**src/common/periph_defines.svh**
```systemverilog
`ifndef PERIPH_DEFINES_SVH
`define PERIPH_DEFINES_SVH

// top address bits compared by each slave decoder
`define PERIPH_ADDR_W 8

// slave selects for address bits 31:24
`define IRQ_BASE      8'h80
`define GPIO_BASE     8'h81
`define TIMER_BASE    8'h82

// interrupt controller width
`define IRQ_LINES     8

// gpio port width
`define GPIO_W        8

// timer counter width
`define TIMER_W       16

`endif
```
**src/common/periph_pkg.sv**
```systemverilog
`default_nettype none

package periph_pkg;

    // interrupt controller word index, address bits 4:2
    typedef enum logic [2:0] {
        IRQ_ENABLE = 3'd0,
        IRQ_STATE  = 3'd1,
        IRQ_CLEAR  = 3'd2,
        IRQ_RAW    = 3'd3,
        IRQ_SET_EN = 3'd4,
        IRQ_CLR_EN = 3'd5
    } irq_reg_e;

    // gpio word index
    typedef enum logic [2:0] {
        GPIO_OUT = 3'd0,
        GPIO_IN  = 3'd1
    } gpio_reg_e;

    // timer word index, ctrl bit 0 is enable
    typedef enum logic [2:0] {
        TIMER_PERIOD = 3'd0,
        TIMER_COUNT  = 3'd1,
        TIMER_CTRL   = 3'd2
    } timer_reg_e;

endpackage

`default_nettype wire

```
**src/source/periph_top.sv**
```systemverilog
`timescale 1ns/1ps
`default_nettype none

`include "periph_defines.svh"

module periph_top (
    input  wire                wb_clk,
    input  wire                rst_n,
    input  wire [31:0]         wb_dbus_adr,
    input  wire [31:0]         wb_dbus_dat,
    input  wire                wb_dbus_we,
    input  wire                wb_dbus_cyc,
    output logic               wb_dbus_ack,
    output logic [31:0]        wb_dbus_rdt,
    input  wire [`GPIO_W-1:0]  gpio_in,
    output logic [`GPIO_W-1:0] gpio_out,
    output logic               irq
);

    logic                  irq_ack;
    logic                  gpio_ack;
    logic                  timer_ack;
    logic [31:0]           irq_rdt;
    logic [31:0]           gpio_rdt;
    logic [31:0]           timer_rdt;
    logic [`GPIO_W-1:0]    gpio_sync;
    logic                  timer_tick;
    logic [`IRQ_LINES-1:0] irq_lines;

    // line 0 is the timer, the rest come from the synchronized pins
    assign irq_lines = {gpio_sync[`IRQ_LINES-2:0], timer_tick};

    irq_reg #(
        .ADDR      (`IRQ_BASE),
        .ADDR_W    (`PERIPH_ADDR_W),
        .REG_WIDTH (`IRQ_LINES)
    ) u_irq (
        .wb_clk      (wb_clk),
        .rst_n       (rst_n),
        .wb_dbus_adr (wb_dbus_adr),
        .wb_dbus_dat (wb_dbus_dat),
        .wb_dbus_we  (wb_dbus_we),
        .wb_dbus_cyc (wb_dbus_cyc),
        .ack         (irq_ack),
        .rdt         (irq_rdt),
        .irq_in      (irq_lines),
        .irq         (irq)
    );

    gpio_reg #(
        .ADDR   (`GPIO_BASE),
        .ADDR_W (`PERIPH_ADDR_W),
        .WIDTH  (`GPIO_W)
    ) u_gpio (
        .wb_clk      (wb_clk),
        .rst_n       (rst_n),
        .wb_dbus_adr (wb_dbus_adr),
        .wb_dbus_dat (wb_dbus_dat),
        .wb_dbus_we  (wb_dbus_we),
        .wb_dbus_cyc (wb_dbus_cyc),
        .ack         (gpio_ack),
        .rdt         (gpio_rdt),
        .gpio_in     (gpio_in),
        .gpio_out    (gpio_out),
        .gpio_sync   (gpio_sync)
    );

    tick_timer #(
        .ADDR   (`TIMER_BASE),
        .ADDR_W (`PERIPH_ADDR_W),
        .WIDTH  (`TIMER_W)
    ) u_timer (
        .wb_clk      (wb_clk),
        .rst_n       (rst_n),
        .wb_dbus_adr (wb_dbus_adr),
        .wb_dbus_dat (wb_dbus_dat),
        .wb_dbus_we  (wb_dbus_we),
        .wb_dbus_cyc (wb_dbus_cyc),
        .ack         (timer_ack),
        .rdt         (timer_rdt),
        .tick        (timer_tick)
    );

    // idle slaves drive zero, so a plain OR merges them
    assign wb_dbus_ack = irq_ack | gpio_ack | timer_ack;
    assign wb_dbus_rdt = irq_rdt | gpio_rdt | timer_rdt;

endmodule

`default_nettype wire

```
**src/source/tick_timer.sv**
```systemverilog
`timescale 1ns/1ps
`default_nettype none

module tick_timer
    import periph_pkg::*;
#(
    parameter logic [7:0] ADDR   = 8'h00,
    parameter int         ADDR_W = 8,
    parameter int         WIDTH  = 16
) (
    input  wire         wb_clk,
    input  wire         rst_n,
    input  wire [31:0]  wb_dbus_adr,
    input  wire [31:0]  wb_dbus_dat,
    input  wire         wb_dbus_we,
    input  wire         wb_dbus_cyc,
    output logic        ack,
    output logic [31:0] rdt,
    output logic        tick
);

    logic             cyc;
    logic             wr;
    timer_reg_e       idx;
    logic [WIDTH-1:0] period;
    logic [WIDTH-1:0] count;
    logic             enable;
    logic [31:0]      rd_data;

    chip_select #(
        .ADDR   (ADDR),
        .ADDR_W (ADDR_W)
    ) u_cs (
        .wb_clk (wb_clk),
        .rst_n  (rst_n),
        .addr   (wb_dbus_adr[31:32-ADDR_W]),
        .wb_cyc (wb_dbus_cyc),
        .ack    (ack),
        .cyc    (cyc)
    );

    assign idx = timer_reg_e'(wb_dbus_adr[4:2]);
    assign wr  = cyc & wb_dbus_we;

    always_ff @(posedge wb_clk) begin
        if (!rst_n) begin
            period <= '0;
            enable <= 1'b0;
        end else if (wr) begin
            case (idx)
                TIMER_PERIOD: period <= wb_dbus_dat[WIDTH-1:0];
                TIMER_CTRL:   enable <= wb_dbus_dat[0];
                default: ;
            endcase
        end
    end

    // counts 0..period, tick lasts the cycle after the wrap
    always_ff @(posedge wb_clk) begin
        if (!rst_n || !enable) begin
            count <= '0;
            tick  <= 1'b0;
        end else if (count == period) begin
            count <= '0;
            tick  <= 1'b1;
        end else begin
            count <= count + 1'b1;
            tick  <= 1'b0;
        end
    end

    always_ff @(posedge wb_clk) begin
        if (cyc) begin
            rd_data <= '0;
            if (!wb_dbus_we) begin
                case (idx)
                    TIMER_PERIOD: rd_data <= 32'(period);
                    TIMER_COUNT:  rd_data <= 32'(count);
                    TIMER_CTRL:   rd_data <= {31'h0, enable};
                    default:      rd_data <= '0;
                endcase
            end
        end
    end

    assign rdt = ack ? rd_data : 32'h0;

endmodule

`default_nettype wire

```
**src/source/gpio_reg.sv**
```systemverilog
`timescale 1ns/1ps
`default_nettype none

module gpio_reg
    import periph_pkg::*;
#(
    parameter logic [7:0] ADDR   = 8'h00,
    parameter int         ADDR_W = 8,
    parameter int         WIDTH  = 8
) (
    input  wire              wb_clk,
    input  wire              rst_n,
    input  wire [31:0]       wb_dbus_adr,
    input  wire [31:0]       wb_dbus_dat,
    input  wire              wb_dbus_we,
    input  wire              wb_dbus_cyc,
    output logic             ack,
    output logic [31:0]      rdt,
    input  wire [WIDTH-1:0]  gpio_in,
    output logic [WIDTH-1:0] gpio_out,
    output logic [WIDTH-1:0] gpio_sync
);

    logic             cyc;
    gpio_reg_e        idx;
    logic [WIDTH-1:0] sync_q1;
    logic [WIDTH-1:0] sync_q2;
    logic [31:0]      rd_data;

    chip_select #(
        .ADDR   (ADDR),
        .ADDR_W (ADDR_W)
    ) u_cs (
        .wb_clk (wb_clk),
        .rst_n  (rst_n),
        .addr   (wb_dbus_adr[31:32-ADDR_W]),
        .wb_cyc (wb_dbus_cyc),
        .ack    (ack),
        .cyc    (cyc)
    );

    assign idx = gpio_reg_e'(wb_dbus_adr[4:2]);

    // two-flop synchronizer on the pins
    always_ff @(posedge wb_clk) begin
        if (!rst_n) begin
            sync_q1  <= '0;
            sync_q2  <= '0;
            gpio_out <= '0;
        end else begin
            sync_q1 <= gpio_in;
            sync_q2 <= sync_q1;
            if (cyc && wb_dbus_we && idx == GPIO_OUT) begin
                gpio_out <= wb_dbus_dat[WIDTH-1:0];
            end
        end
    end

    always_ff @(posedge wb_clk) begin
        if (cyc) begin
            rd_data <= '0;
            if (!wb_dbus_we) begin
                case (idx)
                    GPIO_OUT: rd_data <= 32'(gpio_out);
                    GPIO_IN:  rd_data <= 32'(sync_q2);
                    default:  rd_data <= '0;
                endcase
            end
        end
    end

    assign gpio_sync = sync_q2;
    assign rdt       = ack ? rd_data : 32'h0;

endmodule

`default_nettype wire

```
**src/irq/irq_reg.sv**
```systemverilog
`timescale 1ns/1ps
`default_nettype none

module irq_reg
    import periph_pkg::*;
#(
    parameter logic [7:0] ADDR      = 8'h00,
    parameter int         ADDR_W    = 8,
    parameter int         REG_WIDTH = 8
) (
    input  wire                 wb_clk,
    input  wire                 rst_n,
    input  wire [31:0]          wb_dbus_adr,
    input  wire [31:0]          wb_dbus_dat,
    input  wire                 wb_dbus_we,
    input  wire                 wb_dbus_cyc,
    output logic                ack,
    output logic [31:0]         rdt,
    input  wire [REG_WIDTH-1:0] irq_in,
    output logic                irq
);

    logic                 cyc;
    logic                 wr;
    irq_reg_e             idx;
    logic [REG_WIDTH-1:0] wdata;
    logic [REG_WIDTH-1:0] enable_reg;
    logic [REG_WIDTH-1:0] state_reg;
    logic [REG_WIDTH-1:0] prev_reg;
    logic [REG_WIDTH-1:0] irq_detect;
    logic [REG_WIDTH-1:0] clear_mask;
    logic [31:0]          rd_data;

    chip_select #(
        .ADDR   (ADDR),
        .ADDR_W (ADDR_W)
    ) u_cs (
        .wb_clk (wb_clk),
        .rst_n  (rst_n),
        .addr   (wb_dbus_adr[31:32-ADDR_W]),
        .wb_cyc (wb_dbus_cyc),
        .ack    (ack),
        .cyc    (cyc)
    );

    assign idx   = irq_reg_e'(wb_dbus_adr[4:2]);
    assign wr    = cyc & wb_dbus_we;
    assign wdata = wb_dbus_dat[REG_WIDTH-1:0];

    // rising edges since the previous clock
    assign irq_detect = irq_in & ~prev_reg;
    assign clear_mask = (wr && idx == IRQ_CLEAR) ? wdata : '0;

    always_ff @(posedge wb_clk) begin
        if (!rst_n) begin
            enable_reg <= '0;
            state_reg  <= '0;
            prev_reg   <= '0;
        end else begin
            prev_reg <= irq_in;
            // set after clear, so a new edge survives a clear of the same line
            state_reg <= (state_reg & ~clear_mask) | (enable_reg & irq_detect);
            if (wr) begin
                case (idx)
                    IRQ_ENABLE: enable_reg <= wdata;
                    IRQ_SET_EN: enable_reg <= enable_reg | wdata;
                    IRQ_CLR_EN: enable_reg <= enable_reg & ~wdata;
                    default: ;
                endcase
            end
        end
    end

    // read data captured at the strobe, writes return zero
    always_ff @(posedge wb_clk) begin
        if (cyc) begin
            rd_data <= '0;
            if (!wb_dbus_we) begin
                case (idx)
                    IRQ_ENABLE: rd_data <= 32'(enable_reg);
                    IRQ_STATE:  rd_data <= 32'(state_reg);
                    IRQ_RAW:    rd_data <= 32'(irq_in);
                    default:    rd_data <= '0;
                endcase
            end
        end
    end

    assign rdt = ack ? rd_data : 32'h0;
    assign irq = |(state_reg & enable_reg);

endmodule

`default_nettype wire

```
**src/source/chip_select.sv**
```systemverilog
`timescale 1ns/1ps
`default_nettype none

module chip_select #(
    parameter logic [7:0] ADDR   = 8'h00,
    parameter int         ADDR_W = 8
) (
    input  wire              wb_clk,
    input  wire              rst_n,
    input  wire [ADDR_W-1:0] addr,
    input  wire              wb_cyc,
    output logic             ack,
    output logic             cyc
);

    logic match;

    assign match = (addr == ADDR[ADDR_W-1:0]);

    // one strobe per exchange: ack holds until cyc is dropped
    assign cyc = wb_cyc & match & ~ack;

    always_ff @(posedge wb_clk) begin
        if (!rst_n) begin
            ack <= 1'b0;
        end else if (!wb_cyc) begin
            // four-phase release, ack follows cyc down
            ack <= 1'b0;
        end else if (cyc) begin
            ack <= 1'b1;
        end
    end

endmodule

`default_nettype wire

```
**config.mk**
```make
export PLATFORM = sky130hd
export DESIGN_NAME = periph_top
export DESIGN_NICKNAME = d
export VERILOG_FILES = /design/src/common/periph_pkg.sv /design/src/source/periph_top.sv /design/src/source/tick_timer.sv /design/src/source/gpio_reg.sv /design/src/irq/irq_reg.sv /design/src/source/chip_select.sv
export VERILOG_INCLUDE_DIRS = /design/src /design/src/common
export SDC_FILE = /design/constraint.sdc
export NUM_CORES = 1
export LEC_CHECK = 0
export BUFFER_PORTS_ARGS = -buffer_cell sky130_fd_sc_hd__clkbuf_2
export CAP_MARGIN = 10
export CORE_ASPECT_RATIO = 0.5
export CORE_UTILIZATION = 35
export CTS_BUF_LIST = sky130_fd_sc_hd__clkbuf_16
export CTS_CLUSTER_DIAMETER = 40
export DETAILED_ROUTE_END_ITERATION = 7
export SLEW_MARGIN = 5
export SYNTH_ARGS = -nofsm -noshare
export SYNTH_HDL_FRONTEND = slang
export SYNTH_SLANG_ARGS = --single-unit
```
**constraint.sdc**
```tcl
create_clock -name wb_clk -period 7.2 [get_ports wb_clk]
set_clock_uncertainty 0.05 [all_clocks]
set_input_delay 1.44 -clock wb_clk [delete_from_list [all_inputs] [get_ports wb_clk]]
set_output_delay 1.44 -clock wb_clk [all_outputs]
set_load 0.01 [all_outputs]
```
==> impl_metrics.yaml <==
setup_path:
  criticalPathCategory: "primary input to flip-flop"
  critPathArrivalTime_ps: 3720
  endpoint_kind: "flip-flop"
  cpMaxStageDelayCell: "or4b_1"
  cp-start-kind: "primary input"
  cp.required_ps: 7450
  path_max_fanout: 39
  max_stage_delay_ps: 910
  crit_chain: "clkbuf_2 > buf_4 > or4b_1 > nor4_4 > mux2i_1 > nor2b_1"
place:
  placedInstanceArea_um2: 5867
  portBuffers: 64
  hpwl_um: 9134
  globalplace.congestion: 0.8375
  pre_cts_slack_ps: 3289
pwr:
  combPwrFrac_pct: 3.9
  p_clk_share_pct: 52.4
  power_leakage_nw: 2.381
  internal-power_mw: 1.182
  power.switching_uw: 374.8
  p_per_area_nw_per_um2: 241.9
  swShare_pct: 24.07
  p_seq_share_pct: 43.7
  peakVddDrop_mv: 0.1127
global_route:
  use_met3_pct: 4.125
  grt_pass1_vias: 3946
  grt_use_total_pct: 17.35
  busiest_layer: "met2"
  grt-ovfl-total: 0
  antenna_found_initial: 0
  grt_util_met1_pct: 23.18
  grt_max_degree: 68
  grt_pass1_wl_um: 21200
  met2_usage_pct: 26.67
floorplanning:
  rows: 31
  core_area_um2: 14860
  die_x_um: 179.0
  initial_core_util_pct: 36.89
  dieArea_um2: 16190
  die_h_um: 90.48
  top_level_ports: 118
routing:
  vias: 4142
  wl_um: 13490
  drt-initial-drc-count: 279
  remaining_drc_errors: 0
  drt-pass1-iter-count: 5
  wl_per_cell_um: 16.78
  viasPerCell: 5.152
  ant_nets: 0
timing:
  hold_ws_ps: 380.6
  drv_slew: 0
  slew_headroom_pct: 39.45
  max_clock_freq_mhz: 288.6
  setup_viol: 0
  rsz0062_at_grt: "no"
  finalHoldViolCount: 0
  fin_crit_ps: 3466
  tightest_slew_ps: 900.8
  fin_setup_tns_ps: 0
  setup_ws_ps: 3734
  timing.final.crit_share_pct: 48.13
clocking:
  cts_tree: "done"
  htreeDepth: 4
  ctsRootBufferMaster: "clkbuf_16"
  postCtsSetupBuffers: 0
  clk_latency_ps: 410
  cts_buffers: 17
  path_clk_slew_ps: 60
  cts_resized: 0
  ctsHoldBuffers: 0
  clockBufferDepth: 2
  clock-sinks: 117
synthesis:
  synth_ff_type: "dfxtp_1"
  ys_types: 49
  synth_seq_cells: 117
  yosys.area.top_type: "dfxtp_1"
  synthArstFlopShare_pct: 0
  syn_avg_cell_area_um2: 10.06
  yosysWarnings: 0
  netlist_area_um2: 5480
  synth-seq-area-share_pct: 48.58
  syn_inst: 545
  synthTopCellsByArea: "dfxtp_1 31%, edfxtp_1 18%, mux2i_1 5.8%, xnor2_1 4.0%, and2_1 3.9%"
  synth_top_area_share_pct: 31.05
  synth_edf_count: 32
run:
  maxCapViolations: 0
cells_and_area:
  mostFrequentLayoutCell: "dfxtp_1"
  diodes: 0
  syn_to_final_growth_pct: 17.44
  fin_util_pct: 43.33
  fill_cells: 1458
  nets: 670
  finalInstanceArea_um2: 6436
  drive_above_1_share_pct: 20.13
  top_regs: "u_timer.count x16, u_timer.period x16, u_timer.rd_data x16"
  multi_input_area_um2: 2546
  regArea_um2: 2663
  layout_common_cells: "85 x dfxtp_1, 64 x clkbuf_2, 43 x nor2_1"
hold_path:
  min_path_type: "flip-flop to flip-flop"
run_status:
  status: "finished clean"
[power by group through the flow]
stage | clock [mW] | sequential (mW) | combinational (mW)
final | 0.815 | 0.681 | 0.0610
after global routing | 0.858 | 0.681 | 0.0666
after CTS | 0.828 | 0.681 | 0.0609
after detailed placement | 0 | 0.695 | 0.0607
after global placement | 0 | 0.695 | 0.0604
after floorplan | 0 | 0.693 | 0.0436
[metrics by stage]
stage / instances / power, mW
2_1_floorplan: 560 / 0.7371
3_3_place_gp: 772 / 0.7555
3_5_place_dp: 772 / 0.7558
4_1_cts: 804 / 1.570
5_1_grt: 804 / 1.606
6_report: 804 / 1.557
[per-layer routing]
| layer | vias up | wire (um) |
|---|---|---|
| met2 | 110 | 6297 |
| met1 | 1993 | 6258 |
| met3 | 21 | 677 |
| li1 | 2018 | - |
| met4 | 0 | 259 |
| met5 | - | 0 |
[critical path, delay by kind of cell]
family	cells	cell delay, ps
and+or+nand+nor	3	1630
muxes	1	260
buffers and inverters	2	370
[cell families (layout without fill, tap and decap cells)]
| family | after synthesis | after routing | share of synthesized area [%] |
|---|---|---|---|
| DFF | 117 | 117 | 48.58 |
| other | 1 | 16 | 0.06843 |
| AOI/OAI and AO/OA | 82 | 82 | 10.66 |
| adders and majority gates | 1 | 1 | 0.2283 |
| buffers and inverters | 67 | 113 | 6.210 |
| muxes | 40 | 40 | 7.489 |
| and+or+nand+nor | 207 | 207 | 21.96 |
| xor gates and xnor gates | 30 | 30 | 4.794 |
[path summary, 6_finish.rpt]
check / cells after the start / from / to / slack (ps)
worst max register to register: 5 / u_timer.count[5] / u_timer.count[9] / 4920
worst max-delay path: 6 / wb_dbus_adr[2] / u_gpio.gpio_out[2] / 3730
worst min register to register: 1 / u_gpio.sync_q1[6] / u_gpio.gpio_sync[6] / 380
worst min-delay path: 1 / u_gpio.sync_q1[6] / u_gpio.gpio_sync[6] / 380
[layout make-up]
class	instances	share of cell area, %
Tap cell	198	3.849
Inverter	10	0.5832
Clock buffer	17	6.610
Clock inverter	15	2.236
Multi-Input combinational cell	376	39.56
Sequential cell	117	41.37
Timing Repair Buffer	71	5.793
[cells in the mapped netlist (all sizes together) (2+ instances only)]
master	instances
o21a	3
or4	3
a21boi	25
nor3	19
xor2	5
o31ai	8
or3	2
clkbuf	28
mux2i	32
xnor2	25
and2	34
inv	10
nand2b	11
nor4	11
o21ai	17
edfxtp	32
dfxtp	85
or3b	2
or4b	2
a22oi	12
a31oi	8
nand3	23
nand2	13
nand3b	10
nand4	18
or2	2
nor2	43
buf	29
nor2b	9
a222oi	8
mux2	8
No activity file was read; power rests on OpenSTA's default activity.
